File: config.mk
export PLATFORM = sky130hd
export DESIGN_NAME = cfg_top
export DESIGN_NICKNAME = d
export VERILOG_FILES = /design/src/rtl/cfg_pkg.sv /design/src/rtl/cfg_regs.sv /design/src/rtl/cfg_top.sv /design/src/rtl/mdio_master.sv /design/src/rtl/reset_chain.sv
export VERILOG_INCLUDE_DIRS = /design/src /design/src/include
export SDC_FILE = /design/constraint.sdc
export NUM_CORES = 1
export LEC_CHECK = 0
export BUFFER_PORTS_ARGS = -buffer_cell sky130_fd_sc_hd__clkbuf_2
export CAP_MARGIN = 25
export CORE_UTILIZATION = 43
export DETAILED_ROUTE_END_ITERATION = 7
export PLACE_DENSITY = 0.67
export SYNTH_ARGS = -nofsm -noshare
export SYNTH_HDL_FRONTEND = slang
export SYNTH_HIERARCHICAL = 1
export SYNTH_SLANG_ARGS = --single-unit
File: constraint.sdc
create_clock -name clk200 -period 4.34 [get_ports clk200]
set_input_delay 0.434 -clock clk200 [delete_from_list [all_inputs] [get_ports clk200]]
set_output_delay 0.434 -clock clk200 [all_outputs]
set_load 0.01 [all_outputs]
File: src/include/cfg_defines.svh
`ifndef CFG_DEFINES_SVH
`define CFG_DEFINES_SVH

// reset chain
`define CFG_NSTEP         4     // board reset steps
`define CFG_RST_LEN       16    // pulse length per step, clk200 cycles
`define CFG_STEP_TIMEOUT  200   // cycles allowed for done after pulse falls

// mdio
`define CFG_PREAMBLE      32    // preamble ones before each frame
`define CFG_MDC_DIV_RST   8'd4  // mdc half period out of reset

// local bus register map
`define CFG_ADDR_STATUS    8'h00
`define CFG_ADDR_MDIO_CTRL 8'h01
`define CFG_ADDR_MDIO_DATA 8'h02
`define CFG_ADDR_HWRESET   8'h03
`define CFG_ADDR_MDC_DIV   8'h04

// status word layout
`define CFG_STAT_ERR_LSB   8    // error flags start here

`endif

File: src/rtl/cfg_pkg.sv
package cfg_pkg;

	// local bus opcode
	typedef enum logic {
		OP_WRITE = 1'b0,
		OP_READ  = 1'b1
	} cfg_op_e;

	// one strobed command, 41 bits
	typedef struct packed {
		cfg_op_e     op;
		logic [7:0]  addr;
		logic [31:0] data;
	} lb_cmd_t;

	// clause-22 opcode field values
	typedef enum logic [1:0] {
		MDIO_WRITE = 2'b01,
		MDIO_READ  = 2'b10
	} mdio_op_e;

	// matches MDIO_CTRL write data [27:0], op on top
	typedef struct packed {
		mdio_op_e    op;
		logic [4:0]  phy;
		logic [4:0]  reg_addr;
		logic [15:0] wdata;      // ignored on reads
	} mdio_req_t;

	// reset sequencer
	typedef enum logic [1:0] {
		CH_IDLE,       // resting, or armed to start step 0
		CH_PULSE,      // step_reset high for the current step
		CH_WAIT_DONE,  // pulse over, timeout running
		CH_FAULT       // step never reported done
	} chain_state_e;

	typedef enum logic [1:0] {
		MD_IDLE,
		MD_PREAMBLE,
		MD_FRAME
	} mdio_state_e;

endpackage

File: src/rtl/cfg_regs.sv
`timescale 1ns/10ps
`include "cfg_defines.svh"

module cfg_regs (
	input  logic                  clk200,
	input  logic                  rst_n,
	input  cfg_pkg::lb_cmd_t      lb_cmd,
	input  logic                  lb_strobe,
	output logic [31:0]           lb_rdata,
	output logic                  lb_rvalid,   // one cycle after a read strobe
	output logic                  chain_restart,
	input  logic [`CFG_NSTEP-1:0] step_done_flags,
	input  logic [`CFG_NSTEP-1:0] step_err_flags,
	output logic                  mdio_start,
	output cfg_pkg::mdio_req_t    mdio_req,
	output logic [7:0]            mdc_div,
	input  logic                  mdio_busy,
	input  logic [15:0]           mdio_rdata
);
	logic        wr;
	logic        rd;
	logic [31:0] rd_word;  // selected read source

	assign wr = lb_strobe && (lb_cmd.op == cfg_pkg::OP_WRITE);
	assign rd = lb_strobe && (lb_cmd.op == cfg_pkg::OP_READ);

	// read mux, unmapped and write-only addresses give 0
	always_comb begin
		rd_word = '0;
		case (lb_cmd.addr)
			`CFG_ADDR_STATUS: begin
				rd_word[`CFG_NSTEP-1:0]                 = step_done_flags;
				rd_word[`CFG_STAT_ERR_LSB +: `CFG_NSTEP] = step_err_flags;
			end
			`CFG_ADDR_MDIO_DATA: rd_word = {15'h0, mdio_busy, mdio_rdata};
			`CFG_ADDR_MDC_DIV:   rd_word = {24'h0, mdc_div};
			default:             rd_word = '0;
		endcase
	end

	always_ff @(posedge clk200 or negedge rst_n) begin
		if (!rst_n) begin
			lb_rvalid     <= 1'b0;
			chain_restart <= 1'b0;
			mdio_start    <= 1'b0;
			mdc_div       <= `CFG_MDC_DIV_RST;
		end else begin
			lb_rvalid     <= rd;
			chain_restart <= wr && (lb_cmd.addr == `CFG_ADDR_HWRESET); // data ignored
			mdio_start    <= wr && (lb_cmd.addr == `CFG_ADDR_MDIO_CTRL);
			if (wr && (lb_cmd.addr == `CFG_ADDR_MDC_DIV))
				mdc_div <= lb_cmd.data[7:0];
		end
	end

	// request and read data, valid alongside start and rvalid
	always_ff @(posedge clk200) begin
		if (wr && (lb_cmd.addr == `CFG_ADDR_MDIO_CTRL))
			mdio_req <= cfg_pkg::mdio_req_t'(lb_cmd.data[27:0]);
		if (rd)
			lb_rdata <= rd_word;
	end

endmodule

File: src/rtl/cfg_top.sv
`timescale 1ns/10ps
`include "cfg_defines.svh"

module cfg_top (
	input  logic                  clk200,
	input  logic                  rst_n,
	input  cfg_pkg::lb_cmd_t      lb_cmd,
	input  logic                  lb_strobe,
	output logic [31:0]           lb_rdata,
	output logic                  lb_rvalid,
	output logic [`CFG_NSTEP-1:0] step_reset,
	input  logic [`CFG_NSTEP-1:0] step_done,
	output logic                  mdc,
	output logic                  mdio_o,
	output logic                  mdio_oe,  // high while we drive the line
	input  logic                  mdio_i
);
	logic                  chain_restart;
	logic [`CFG_NSTEP-1:0] step_done_flags;
	logic [`CFG_NSTEP-1:0] step_err_flags;
	logic                  mdio_start;
	cfg_pkg::mdio_req_t    mdio_req;
	logic [7:0]            mdc_div;
	logic                  mdio_busy;
	logic [15:0]           mdio_rdata;

	// bus side, sole master of both engines
	cfg_regs cfg_regs_i (
		.clk200, .rst_n, .lb_cmd, .lb_strobe, .lb_rdata, .lb_rvalid,
		.chain_restart, .step_done_flags, .step_err_flags,
		.mdio_start, .mdio_req, .mdc_div, .mdio_busy, .mdio_rdata
	);

	reset_chain reset_chain_i (
		.clk200, .rst_n, .chain_restart, .step_done,
		.step_reset, .step_done_flags, .step_err_flags
	);

	mdio_master mdio_master_i (
		.clk200, .rst_n, .mdio_start, .mdio_req, .mdc_div,
		.mdio_busy, .mdio_rdata, .mdc, .mdio_o, .mdio_oe, .mdio_i
	);

endmodule

File: src/rtl/mdio_master.sv
`timescale 1ns/10ps
`include "cfg_defines.svh"

module mdio_master (
	input  logic               clk200,
	input  logic               rst_n,
	input  logic               mdio_start,  // ignored while busy
	input  cfg_pkg::mdio_req_t mdio_req,
	input  logic [7:0]         mdc_div,     // mdc half period in clk200 cycles
	output logic               mdio_busy,
	output logic [15:0]        mdio_rdata,  // last read result
	output logic               mdc,
	output logic               mdio_o,
	output logic               mdio_oe,
	input  logic               mdio_i
);
	localparam logic [5:0] PRE_LAST   = 6'(`CFG_PREAMBLE - 1);
	localparam logic [5:0] FRAME_LAST = 6'd31;
	localparam logic [5:0] TA_PREV    = 6'd13; // last register address bit
	localparam logic [5:0] DATA_FIRST = 6'd16;

	cfg_pkg::mdio_state_e state;
	logic [7:0]  half;
	logic [7:0]  div_cnt;
	logic        tick;      // mdc toggles on this edge
	logic        rise;
	logic        fall_d;    // one cycle after mdc fell
	logic [5:0]  bit_cnt;   // preamble or frame bit index
	logic [5:0]  cur_bit;
	logic [31:0] shreg;     // frame, msb goes out first
	logic        rd_op;
	logic        load;
	logic        pre_end;
	logic        frame_end;
	logic        shift;

	assign half      = (mdc_div == 8'd0) ? 8'd1 : mdc_div;
	assign tick      = (state != cfg_pkg::MD_IDLE) && (div_cnt >= half - 8'd1);
	assign rise      = tick && !mdc;
	assign load      = mdio_start && (state == cfg_pkg::MD_IDLE);
	assign pre_end   = fall_d && (state == cfg_pkg::MD_PREAMBLE) && (bit_cnt == PRE_LAST);
	assign frame_end = fall_d && (state == cfg_pkg::MD_FRAME) && (bit_cnt == FRAME_LAST);
	assign shift     = pre_end || (fall_d && (state == cfg_pkg::MD_FRAME) && !frame_end);
	assign mdio_busy = (state != cfg_pkg::MD_IDLE);

	// with a divider of 1 the shift and the next rise share an edge
	assign cur_bit = fall_d ? bit_cnt + 6'd1 : bit_cnt;

	always_ff @(posedge clk200 or negedge rst_n) begin
		if (!rst_n) begin
			state      <= cfg_pkg::MD_IDLE;
			div_cnt    <= '0;
			mdc        <= 1'b0;
			fall_d     <= 1'b0;
			bit_cnt    <= '0;
			mdio_oe    <= 1'b0;
			mdio_rdata <= '0;
		end else begin
			fall_d <= tick && mdc;
			if (tick) begin
				div_cnt <= '0;
				mdc     <= ~mdc;
			end else if (state != cfg_pkg::MD_IDLE) begin
				div_cnt <= div_cnt + 8'd1;
			end
			// phy data valid around the rising edge
			if (rise && rd_op && (state == cfg_pkg::MD_FRAME) && !frame_end &&
					(cur_bit >= DATA_FIRST))
				mdio_rdata <= {mdio_rdata[14:0], mdio_i};
			case (state)
				cfg_pkg::MD_IDLE: begin
					if (mdio_start) begin
						state   <= cfg_pkg::MD_PREAMBLE;
						bit_cnt <= '0;
						div_cnt <= '0;
						mdio_oe <= 1'b1; // drive the preamble ones
					end
				end
				cfg_pkg::MD_PREAMBLE: begin
					if (pre_end) begin
						state   <= cfg_pkg::MD_FRAME;
						bit_cnt <= '0;
					end else if (fall_d) begin
						bit_cnt <= bit_cnt + 6'd1;
					end
				end
				cfg_pkg::MD_FRAME: begin
					if (frame_end) begin
						state   <= cfg_pkg::MD_IDLE;
						mdio_oe <= 1'b0;
						mdc     <= 1'b0; // park mdc low
						div_cnt <= '0;
					end else if (fall_d) begin
						bit_cnt <= bit_cnt + 6'd1;
						if (rd_op && (bit_cnt == TA_PREV))
							mdio_oe <= 1'b0; // phy owns the line from turnaround
					end
				end
				default: state <= cfg_pkg::MD_IDLE;
			endcase
		end
	end

	// frame shifter
	always_ff @(posedge clk200) begin
		if (load) begin
			rd_op  <= (mdio_req.op == cfg_pkg::MDIO_READ);
			mdio_o <= 1'b1;
			if (mdio_req.op == cfg_pkg::MDIO_READ)
				shreg <= {2'b01, mdio_req.op, mdio_req.phy, mdio_req.reg_addr, 18'h0};
			else
				shreg <= {2'b01, mdio_req.op, mdio_req.phy, mdio_req.reg_addr, 2'b10,
					mdio_req.wdata};
		end else if (shift) begin
			mdio_o <= shreg[31];
			shreg  <= {shreg[30:0], 1'b0};
		end else if (frame_end) begin
			mdio_o <= 1'b0;
		end
	end

endmodule

File: src/rtl/reset_chain.sv
`timescale 1ns/10ps
`include "cfg_defines.svh"

module reset_chain (
	input  logic                  clk200,
	input  logic                  rst_n,
	input  logic                  chain_restart,   // one cycle pulse
	input  logic [`CFG_NSTEP-1:0] step_done,       // levels from the reset targets
	output logic [`CFG_NSTEP-1:0] step_reset,      // active high, never two at once
	output logic [`CFG_NSTEP-1:0] step_done_flags,
	output logic [`CFG_NSTEP-1:0] step_err_flags
);
	localparam int STEP_W  = (`CFG_NSTEP > 1) ? $clog2(`CFG_NSTEP) : 1;
	localparam int PULSE_W = $clog2(`CFG_RST_LEN + 1);
	localparam int TMO_W   = $clog2(`CFG_STEP_TIMEOUT + 1);
	localparam logic [STEP_W-1:0]  LAST_STEP  = STEP_W'(`CFG_NSTEP - 1);
	localparam logic [PULSE_W-1:0] PULSE_LAST = PULSE_W'(`CFG_RST_LEN - 1);
	localparam logic [TMO_W-1:0]   TMO_LAST   = TMO_W'(`CFG_STEP_TIMEOUT - 1);

	cfg_pkg::chain_state_e state;
	logic [STEP_W-1:0]  step;       // step being run
	logic [STEP_W-1:0]  next_step;
	logic [PULSE_W-1:0] pulse_cnt;
	logic [TMO_W-1:0]   tmo_cnt;    // cycles spent waiting for done
	logic               arm;        // start step 0 from idle

	assign next_step = step + 1'b1;

	always_ff @(posedge clk200 or negedge rst_n) begin
		if (!rst_n) begin
			state           <= cfg_pkg::CH_IDLE;
			arm             <= 1'b1; // kicks off the chain right after reset
			step            <= '0;
			pulse_cnt       <= '0;
			tmo_cnt         <= '0;
			step_reset      <= '0;
			step_done_flags <= '0;
			step_err_flags  <= '0;
		end else if (chain_restart) begin
			// restart wins over anything in flight
			state           <= cfg_pkg::CH_IDLE;
			arm             <= 1'b1;
			step            <= '0;
			step_reset      <= '0;
			step_done_flags <= '0;
			step_err_flags  <= '0;
		end else begin
			case (state)
				cfg_pkg::CH_IDLE: begin
					if (arm) begin
						arm              <= 1'b0;
						step_reset[step] <= 1'b1;
						pulse_cnt        <= '0;
						state            <= cfg_pkg::CH_PULSE;
					end
				end
				cfg_pkg::CH_PULSE: begin
					pulse_cnt <= pulse_cnt + 1'b1;
					if (pulse_cnt == PULSE_LAST) begin // rst_len cycles high
						step_reset <= '0;
						tmo_cnt    <= '0;
						state      <= cfg_pkg::CH_WAIT_DONE;
					end
				end
				cfg_pkg::CH_WAIT_DONE: begin
					if (step_done[step]) begin
						step_done_flags[step] <= 1'b1;
						if (step == LAST_STEP) begin
							state <= cfg_pkg::CH_IDLE; // chain complete, arm stays low
						end else begin
							step                  <= next_step;
							step_reset[next_step] <= 1'b1; // next pulse, no gap
							pulse_cnt             <= '0;
							state                 <= cfg_pkg::CH_PULSE;
						end
					end else if (tmo_cnt == TMO_LAST) begin
						step_err_flags[step] <= 1'b1;
						state                <= cfg_pkg::CH_FAULT;
					end else begin
						tmo_cnt <= tmo_cnt + 1'b1;
					end
				end
				cfg_pkg::CH_FAULT: ; // parked until restart
				default: state <= cfg_pkg::CH_IDLE;
			endcase
		end
	end

endmodule

## Yosys cells after proc, flatten, opt, wreduce, memory -nomap -nowiden

Index checks and enable logic that the tools add are counted.

| operators by class | value |
|---|---|
| order comparisons | 6 |
| muxes and demuxes | 71 |
| eq/ne operators | 33 |
| reductions and logical operators | 50 |
| add/sub/neg operators | 6 |
| bitwise logic cells | 7 |

Operators by type and width:

| operator | number |
|---|---|
| 32-bit 2-to-1 mux | 2 |
| 8-bit 2-to-1 mux | 8 |
| 4-bit 2-to-1 mux | 12 |
| 8-bit one-hot mux with 2 select lines | 2 |
| 2-bit 2-to-1 mux | 12 |
| 6-bit 2-to-1 mux | 4 |
| 4-bit one-hot mux with 3 select lines | 2 |
| 1-bit logical AND | 21 |
| 18-bit 2-to-1 mux | 1 |
| 6-bit one-hot mux with 3 select lines | 1 |
| 2-bit nonzero test | 9 |
| 8-bit by 1-bit adder with 8-bit output, second input constant | 2 |
| 8-bit by 2-bit equality test with 1-bit output, second input constant | 2 |
| 8-bit logical NOT | 2 |
| 4-bit bitwise OR | 4 |
| 4-bit one-hot mux with 2 select lines | 2 |
| 1-bit 2-to-1 mux | 15 |
| 5-bit 2-to-1 mux | 3 |
| 5-bit one-hot mux with 3 select lines | 1 |
| 5-bit AND reduction | 3 |
| 2-bit inequality test, second input constant | 7 |
| 3-bit by 2-bit inequality test with 1-bit output, second input constant | 4 |
| 2-bit one-hot mux with 3 select lines | 2 |
| 3-bit AND reduction | 4 |
| other kinds (31) | 48 |

| word-level totals | value |
|---|---|
| output and inout bits | 40 |
| bits in registers | 170 |
| logic and storage cells | 201 |

## Longest topological paths before layout

Gate-level depths: netlist of the first run.

| depth | value |
|---|---|
| depth in word-level cells | 10 |
| mapped depth | 19 |
| depth with buffers taken out | 18 |

## By module

The synthesis of the first run kept the hierarchy.

Modules (own cells, without submodules):

| module | sequential area each (µm²) | instances | cells an instance | area an instance (µm²) |
|---|---|---|---|---|
| mdio_master | 1886.8 | 1 | 280 | 3449.6 |
| cfg_regs | 1627.8 | 1 | 135 | 2193.4 |
| reset_chain | 752.0 | 1 | 181 | 1786.7 |

## Worst setup path before layout of the first run

OpenSTA, ideal clock, no wires.

| timing path | value |
|---|---|
| path type | flip-flop to flip-flop |
| start | register cfg_regs_i.mdc_div[3] |
| end | register mdio_master_i.mdio_rdata[10] |
| stages on the path, launching flop included | 16 |
| required time | 4215 ps |
| path buffers | 1 |
| setup time | 125 ps |
| path slack | 502 ps |
| clock period less this slack | 3838 ps |
| arrival time | 3713 ps |
| cells stage by stage | dfrtp_1 > or4_1 > or3_1 > nor2_1 > nor2_1 > ha_1 > ha_1 > a2111o_1 > a21oi_1 > nor2_1 > ha_1 > nand3_1 > a21oi_1 > o31ai_2 > buf_4 > mux2_2 |

| between the ends | value |
|---|---|
| longest elaborated chain between the ends | 10 |

RTL lines:

| what | line | RTL |
|---|---|---|
| start: declaration | cfg_regs.sv:16 | `output logic [7:0] mdc_div,` |
| start signal: assignment | cfg_regs.sv:46 | `` mdc_div <= `CFG_MDC_DIV_RST; `` |
| start signal: assignment | cfg_regs.sv:52 | `mdc_div <= lb_cmd.data[7:0];` |
| 8-bit logical NOT | mdio_master.sv:37 | `assign half = (mdc_div == 8'd0) ? 8'd1 : mdc_div;` |
| 8-bit 2-to-1 mux * | mdio_master.sv:37 |  |
| 8-bit by 1-bit subtractor with 8-bit output * | mdio_master.sv:38 | `assign tick = (state != cfg_pkg::MD_IDLE) && (div_cnt >= half - 8'd1);` |
| 8-bit greater-or-equal comparator * | mdio_master.sv:38 |  |
| 1-bit logical AND * | mdio_master.sv:38 |  |
| 1-bit logical AND * | mdio_master.sv:39 | `assign rise = tick && !mdc;` |
| 1-bit logical AND * (4 in series) | mdio_master.sv:67 | `if (rise && rd_op && (state == cfg_pkg::MD_FRAME) && !frame_end &&` |
| end signal: assignment | mdio_master.sv:69 | `mdio_rdata <= {mdio_rdata[14:0], mdio_i};` |
| end: declaration | mdio_master.sv:11 | `output logic [15:0] mdio_rdata,` |

Every way passes the cells marked *; elsewhere a longest branch is shown, timed or not.
A chain may end at the register's enable or synchronous reset.

## Final worst setup path of the first run

| timing path | value |
|---|---|
| start | register cfg_regs_i.mdc_div[3] |
| end | register mdio_master_i.mdio_rdata[13] |

The elaborated chain is that of the path after synthesis.

==> qor.tcl, run 1 <==
set qor(worst_ep_arrival_time_ns) 4.25
set qor(part_of_the_total_power_dissipated_in_combinational_logic) 0.170
set qor(rsz0062_at_grt) {no}
set qor(class_of_the_most_critical_setup_path) {flop to flop}
set qor(share_clk_of_total_power) 0.387
set qor(synthMostInstantiatedCell) {edfxtp_1}
set qor(synth_simple_gate_area_frac) 0.1293
set qor(first_iter_violations) 351
set qor(die-width_um) 133.4
set qor(syn-mean-instance-area_sq_um) 12.47
set qor(postCtsHoldBufs) 0
set qor(power_switching_w) 0.001073
set qor(synth_xor_area_frac) 0.01297
set qor(proportion_of_netlist_area_held_by_the_largest_area_contributor) 0.3153
set qor(detailroute.via_count) 4929
set qor(pin_count_of_the_biggest_net_entering_global_routing) 77
set qor(yosysWarningCount) 6
set qor(fin_worst_skew_ns) 0.006235
set qor(worst_setup_hold_path_clk_slew_ns) 0.06
set qor(insertion_delay_ns) 0.42
set qor(post_synth_inst_count) 596
set qor(synth_top_family_by_area) {simple AND/OR/NAND/NOR gates}
set qor(critPathRequiredTime_ns) 4.64
set qor(yosysUniqueCellTypes) 75
set qor(route.detailed.vias_per_inst) 5.458
set qor(clock_sinks) 155
set qor(cp-start-kind) {flop}
set qor(final-seq-area_sq_um) 4267
set qor(grt_first_pass_wirelength_um) 24030
set qor(clock_buffers_created_by_tritoncts) 17
set qor(seq_area_frac_synth) 0.5743
set qor(gates_resized_cts_repair) 0
set qor(route.antenna.remaining_nets) 0
set qor(post_synth_fa_ha_maj_area_fraction) 0.05221
set qor(antennaDiodeCount) 0
set qor(kind_of_path_behind_the_tightest_hold_check) {input port to flop}
set qor(mux_contribution_to_synthesized_area) 0.07730
set qor(leakage_nw) 3.447
set qor(power_density_nw_per_um2) 465.3
set qor(synth.largest_area_cell) {edfxtp_1}
set qor(slew_headroom) 0.4658
set qor(netSwitchingFraction) 0.2689
set qor(htree_levels) 4
set qor(timing.critical_path.max_delay_family) {simple AND/OR/NAND/NOR gates}
set qor(worstMarginPinSlew_ns) 0.7994
set qor(routedWlPerCell_um) 15.67
set qor(max_cap_violations) 0
set qor(max_freq_mhz) 252.8
set qor(hpwl_um) 9696
set qor(critPathCaptureType) {flop}
set qor(intPower_w) 0.002918
set qor(setup_viol_count_final) 0
set qor(design.portCount) 89
set qor(smallest_hold_slack_ns) 0.1891
set qor(critical_path.max_fanout) 16
set qor(ys_top_cells_by_area) {edfxtp_1 (32%), dfrtp_1 (25%), mux2_2 (6.2%)}
set qor(synth_flop_cell) {edfxtp_1}
set qor(hold_violations) 0
set qor(number_of_global_route_vias_before_repair) 4946
set qor(postSynth.asyncResetShare) 0.4903
set qor(placeableCoreArea_sq_um) 16700
set qor(nets) 750
set qor(flow.area_growth_from_synthesis_pct) 15.44
set qor(wirelength_um) 14150
set qor(delay_of_the_slowest_critical_path_stage_ns) 0.54
set qor(footprint_of_the_multi_input_gates_sq_um) 2898
set qor(cell_area_synth_sq_um) 7430
set qor(place_congestion) 0.8141
set qor(critical_path.most_common_cell) {nor2_1}
set qor(vdd_drop_max_mv) 0.3340
set qor(drtPass1Iterations) 5
set qor(cell_at_the_slowest_stage_of_the_critical_path) {or4_1}
set qor(postCtsSetupBuffers) 0
set qor(ys_top_cells_by_count) {edfxtp_1 (78), dfrtp_1 (74), nor2_1 (47)}
set qor(fill_cells) 1435
set qor(grt_overflow) 0
set qor(synth_enable_flop_cells) 78
set qor(run_status) {complete, no violations}
set qor(fp.dieArea_sq_um) 17810
set qor(path_cells) {or4_1 > or3_1 > nor2_1 > nor2_1 > ha_1 > inv_1 > nor2_1 > xnor2_1 > ha_1 > nand2_1 > o21ai_0 > a21oi_1 > nor2_1 > ha_1 > nand3_1 > a21oi_1 > o31ai_2 > buf_12 > mux2_2}
set qor(number_of_cell_rows) 47
set qor(route.detailed.drc) 0
set qor(grt_use_total) 0.1697
set qor(cts_tree) {done}
set qor(post-route-period-util) 0.9114
set qor(pwr-share-seq) 0.442
set qor(antenna_violations_before_repair) 0
set qor(clockRootBuffer) {clkbuf_16}
set qor(post_route_cells_drive_above_1_share) 0.2387
set qor(fin_setup_tns_ns) 0
set qor(place.port_buffers) 69
set qor(die_height_um) 133.4
set qor(max-clock-path-buffers) 2
set qor(min_period_ns) 3.956
set qor(ffs_latches_synth) 155
set qor(floorplan.initialDensity) 0.4449
set qor(slew_viol_final) 0
set qor(synth_compound_area_frac) 0.1103
set qor(critPathBufInv) 2
==> logic make-up (layout without fill, tap and decap cells) <==
logic type | after synthesis | in the layout
AO/OA/AOI/OAI | 117 | 117
XOR/XNOR | 11 | 11
adder cells (fa/ha/maj) | 31 | 31
multiplexers | 51 | 51
buffers and inverters | 57 | 130
AND/OR/NAND/NOR | 173 | 173
other | 1 | 15
flip-flops | 155 | 155
==> sequential cells by signal, summed over array words and instances, names as in the netlist, 2 cells and up <==
name                           flops
mdio_master_i/bit_cnt              6
cfg_regs_i/mdc_div                 8
reset_chain_i/state                2
cfg_regs_i/mdio_req               28
reset_chain_i/step_err_flags       4
mdio_master_i/shreg               32
mdio_master_i/div_cnt              8
mdio_master_i/mdio_rdata          16
reset_chain_i/pulse_cnt            5
reset_chain_i/step_reset           4
reset_chain_i/tmo_cnt              8
reset_chain_i/step                 2
cfg_regs_i/lb_rdata               17
mdio_master_i/state                2
reset_chain_i/step_done_flags      4
==> cells in the final DEF (no fill, tap or decap), drive strengths merged, types with 10 or more instances in the layout <==
master  instances
inv            22
a22o           19
nand3          16
dfrtp          74
nor2           47
clkbuf         89
edfxtp         78
nand2b         11
mux2           41
nor3           12
a21oi          30
nand2          29
o21ai          23
conb           15
and2           10
ha             31
==> per-layer routing <==
layer / wire (um) / track usage
met1: 6493 / 0.2256
met2: 6861 / 0.2737
met3: 699 / 0.04414
met4: 94 / 0.04861
met5: 0 / 0
==> final cells by class <==
cell class                      count  share of cell area
Tap cell                          220             0.03209
Inverter                           22            0.009628
Multi-Input combinational cell    398              0.3379
Clock buffer                       21             0.05252
Sequential cell                   155              0.4974
Clock inverter                     11             0.01969
Timing Repair Buffer               76             0.05077
==> power groups by stage <==
stage	Combinational, W	Sequential, W	Clock (W)
floorplan	0.000519	0.00176	0
global placement	0.000649	0.00179	0
detailed placement	0.000675	0.00179	0
CTS	0.000679	0.00177	0.00158
global route	0.000771	0.00179	0.00163
finish	0.000679	0.00177	0.00155
==> path summary, 6_finish.rpt <==
path / from / endpoint / slack [ns] / cells past startpoint
min in group asynchronous: rst_n / reset_chain_i/tmo_cnt[6] / 0.36 / 2
setup / recovery: cfg_regs_i/mdc_div[3] / mdio_master_i/mdio_rdata[13] / 0.38 / 19
max in group asynchronous: rst_n / reset_chain_i/arm / 3.40 / 3
hold reg to reg: mdio_master_i/mdio_o / mdio_master_i/mdio_o / 0.48 / 2
hold / removal: lb_cmd[12] / cfg_regs_i/mdio_req[12] / 0.19 / 1
setup reg to reg: cfg_regs_i/mdc_div[3] / mdio_master_i/mdio_rdata[13] / 0.38 / 19
==> stage by stage <==
stage / utilization / total power [W] / instance area, sq um / setup WS (ns) / instances
floorplan: - / 0.002283 / 7482 / 0.5024 / 610
detailed placement: 0.4742 / 0.002466 / 7920 / 0.4357 / 869
global placement: 0.4742 / 0.002435 / 7920 / 0.5393 / 869
CTS: 0.5113 / 0.004021 / 8539 / 0.4227 / 901
finish: 0.5136 / 0.003991 / 8577 / 0.3845 / 903
global route: 0.5136 / 0.004191 / 8577 / 0.07122 / 903
Note: power is estimated with default switching activity, not from simulation.
==> run 2: changes to the inputs <==
--- a/config.mk
+++ b/config.mk
@@ -9,6 +9,7 @@
 export BUFFER_PORTS_ARGS = -buffer_cell sky130_fd_sc_hd__clkbuf_2
 export CAP_MARGIN = 25
 export CORE_UTILIZATION = 43
+export CTS_BUF_LIST = sky130_fd_sc_hd__clkbuf_8
 export DETAILED_ROUTE_END_ITERATION = 7
 export PLACE_DENSITY = 0.67
 export SYNTH_ARGS = -nofsm -noshare
==> run 2 against run 1 <==
Net effect: power shrank 9.8%; register-to-register slack is essentially flat; final area shrank 2.2%; wire length is essentially flat; worst hold slack lost 0.028 ns; setup slack lost 0.0058 ns; clock power shrank 26%; utilization shrank 1.1 points; clock skew grew 0.0041 ns; maximum frequency shrank 0.15%; count of clock-buffer cells in the layout shrank 3; cell count is the same; critical path type unchanged; largest cell class unchanged.
==> qor.tcl, run 2 (same netlist as run 1, synthesis figures left out) <==
set qor(drtPass1Iterations) 5
set qor(worst_setup_hold_path_clk_slew_ns) 0.08
set qor(fill_cells) 1461
set qor(vdd_drop_max_mv) 0.2749
set qor(gates_resized_cts_repair) 0
set qor(clockRootBuffer) {clkbuf_8}
set qor(fp.dieArea_sq_um) 17810
set qor(route.detailed.vias_per_inst) 5.350
set qor(critical_path.max_fanout) 16
set qor(clock_sinks) 155
set qor(detailroute.via_count) 4831
set qor(r2r.worst_path.cells) 19
set qor(flow.area_growth_from_synthesis_pct) 12.87
set qor(die_height_um) 133.4
set qor(largest_registers) {mdio_master_i/shreg (32), cfg_regs_i/mdio_req (28), cfg_regs_i/lb_rdata (17)}
set qor(fin_setup_tns_ns) 0
set qor(place_congestion) 0.8141
set qor(worst_ep_arrival_time_ns) 4.29
set qor(layout.cells.most_common_list) {edfxtp_1 (78), dfrtp_1 (74), clkbuf_2 (68)}
set qor(critPathCaptureType) {flop}
set qor(slew_viol_final) 0
set qor(kind_of_path_behind_the_tightest_hold_check) {input port to flop}
set qor(antennaDiodeCount) 0
set qor(class_of_the_most_critical_setup_path) {flop to flop}
set qor(design.portCount) 89
set qor(hold_violations) 0
set qor(number_of_stages_on_the_worst_hold_path) 1
set qor(grt_first_pass_wirelength_um) 23980
set qor(critPathRequiredTime_ns) 4.67
set qor(largest_register) {mdio_master_i/shreg}
set qor(routedWlPerCell_um) 15.67
set qor(placed_cells) 869
set qor(cts_tree) {done}
set qor(number_of_cell_rows) 47
set qor(min_period_ns) 3.961
set qor(fin_worst_skew_ns) 0.01033
set qor(layout_commonest_cell) {edfxtp_1}
set qor(setup_viol_count_final) 0
set qor(post_route_cells_drive_above_1_share) 0.2387
set qor(die-width_um) 133.4
set qor(preCtsSetupSlack_ns) 0.4357
set qor(post-route-period-util) 0.9127
set qor(leakage_nw) 3.372
set qor(max_ffs_per_register) 32
set qor(post-route-worst-setup-slack_ns) 0.3787
set qor(run_status) {complete, no violations}
set qor(hpwl_um) 9696
set qor(placedInstanceArea_sq_um) 7920
set qor(floorplan.initialDensity) 0.4449
set qor(first_iter_violations) 321
set qor(grt_overflow) 0
set qor(clock_buffers_created_by_tritoncts) 17
set qor(max_freq_mhz) 252.4
set qor(cp-start-kind) {flop}
set qor(rsz0062_at_grt) {no}
set qor(htree_levels) 4
set qor(wirelength_um) 14150
set qor(insertion_delay_ns) 0.45
set qor(max_cap_violations) 0
set qor(fin_util) 0.5021
set qor(route.antenna.remaining_nets) 0
set qor(final-instance-count-excl-fill) 903
set qor(stdcell_area_sq_um) 8386
set qor(max-clock-path-buffers) 2
set qor(slew_headroom) 0.4746
set qor(place.port_buffers) 69
set qor(pin_count_of_the_biggest_net_entering_global_routing) 77
set qor(route.detailed.drc) 0
set qor(power_density_nw_per_um2) 429.1
set qor(antenna_violations_before_repair) 0
set qor(worstMarginPinSlew_ns) 0.7861
set qor(placeableCoreArea_sq_um) 16700
set qor(nets) 750
set qor(grt_use_total) 0.1691
set qor(number_of_global_route_vias_before_repair) 4922
## run 2: power breakdown
group	internal, W	leakage [nW]	total (W)	switching (W)
Clock	0.000634	0.218	0.00115	0.000517
Combinational	0.000296	1.53	0.000683	0.000387
Sequential	0.00164	1.62	0.00176	0.000120
Total	0.00257	3.37	0.00360	0.00103
## run 2: metal layers
layer  part of all wire  GRT usage
met5                  0          0
met4             0.0078    0.04545
met3              0.042    0.04528
met2               0.48     0.2685
met1               0.47     0.2288
## run 2: final timing paths
kind                                  startpoint                      endpoint  slack (ns)
max in group asynchronous                  rst_n             reset_chain_i/arm        3.42
min                                    lb_cmd[8]        cfg_regs_i/mdio_req[8]        0.16
min reg2reg                 mdio_master_i/mdio_o          mdio_master_i/mdio_o        0.49
min in group asynchronous                  rst_n      reset_chain_i/tmo_cnt[4]        0.34
max                        cfg_regs_i/mdc_div[3]  mdio_master_i/mdio_rdata[13]        0.38
max reg2reg                cfg_regs_i/mdc_div[3]  mdio_master_i/mdio_rdata[13]        0.38
## run 2: what timing repair did
action                    CTS  global route
hold endpoints to repair    0             5
hold buffers                0             1
setup buffers               0             0
## run 2: final cells by class
class | instances | area, sq um | share of cell area
clock buffers | 18 | 247.7 | 0.02954
repair buffers | 76 | 435.4 | 0.05192
multi-input cells | 398 | 2898 | 0.3456
well taps | 220 | 275.3 | 0.03283
clock inverters | 14 | 180.2 | 0.02149
inverters | 22 | 82.58 | 0.009848
flip-flops and latches | 155 | 4267 | 0.5088
## run 2: worst max-delay path, stage by stage (launching register included)
cell,delay (ns)
dfrtp_1,0.43
or4_1,0.53
or3_1,0.34
nor2_1,0.16
nor2_1,0.10
ha_1,0.22
inv_1,0.08
nor2_1,0.06
xnor2_1,0.13
ha_1,0.30
nand2_1,0.05
o21ai_0,0.19
a21oi_1,0.09
nor2_1,0.15
ha_1,0.19
nand3_1,0.07
a21oi_1,0.20
o31ai_2,0.12
buf_12,0.17
mux2_2,0.28
## run 2: through the flow
stage | power [W] | hold slack (ns)
after floorplan | 0.002283 | 0.1384
final | 0.003598 | 0.1609
after CTS | 0.003626 | 0.1281
after global placement | 0.002435 | 0.4658
after global routing | 0.003802 | 0.1164
after detailed placement | 0.002466 | 0.4690
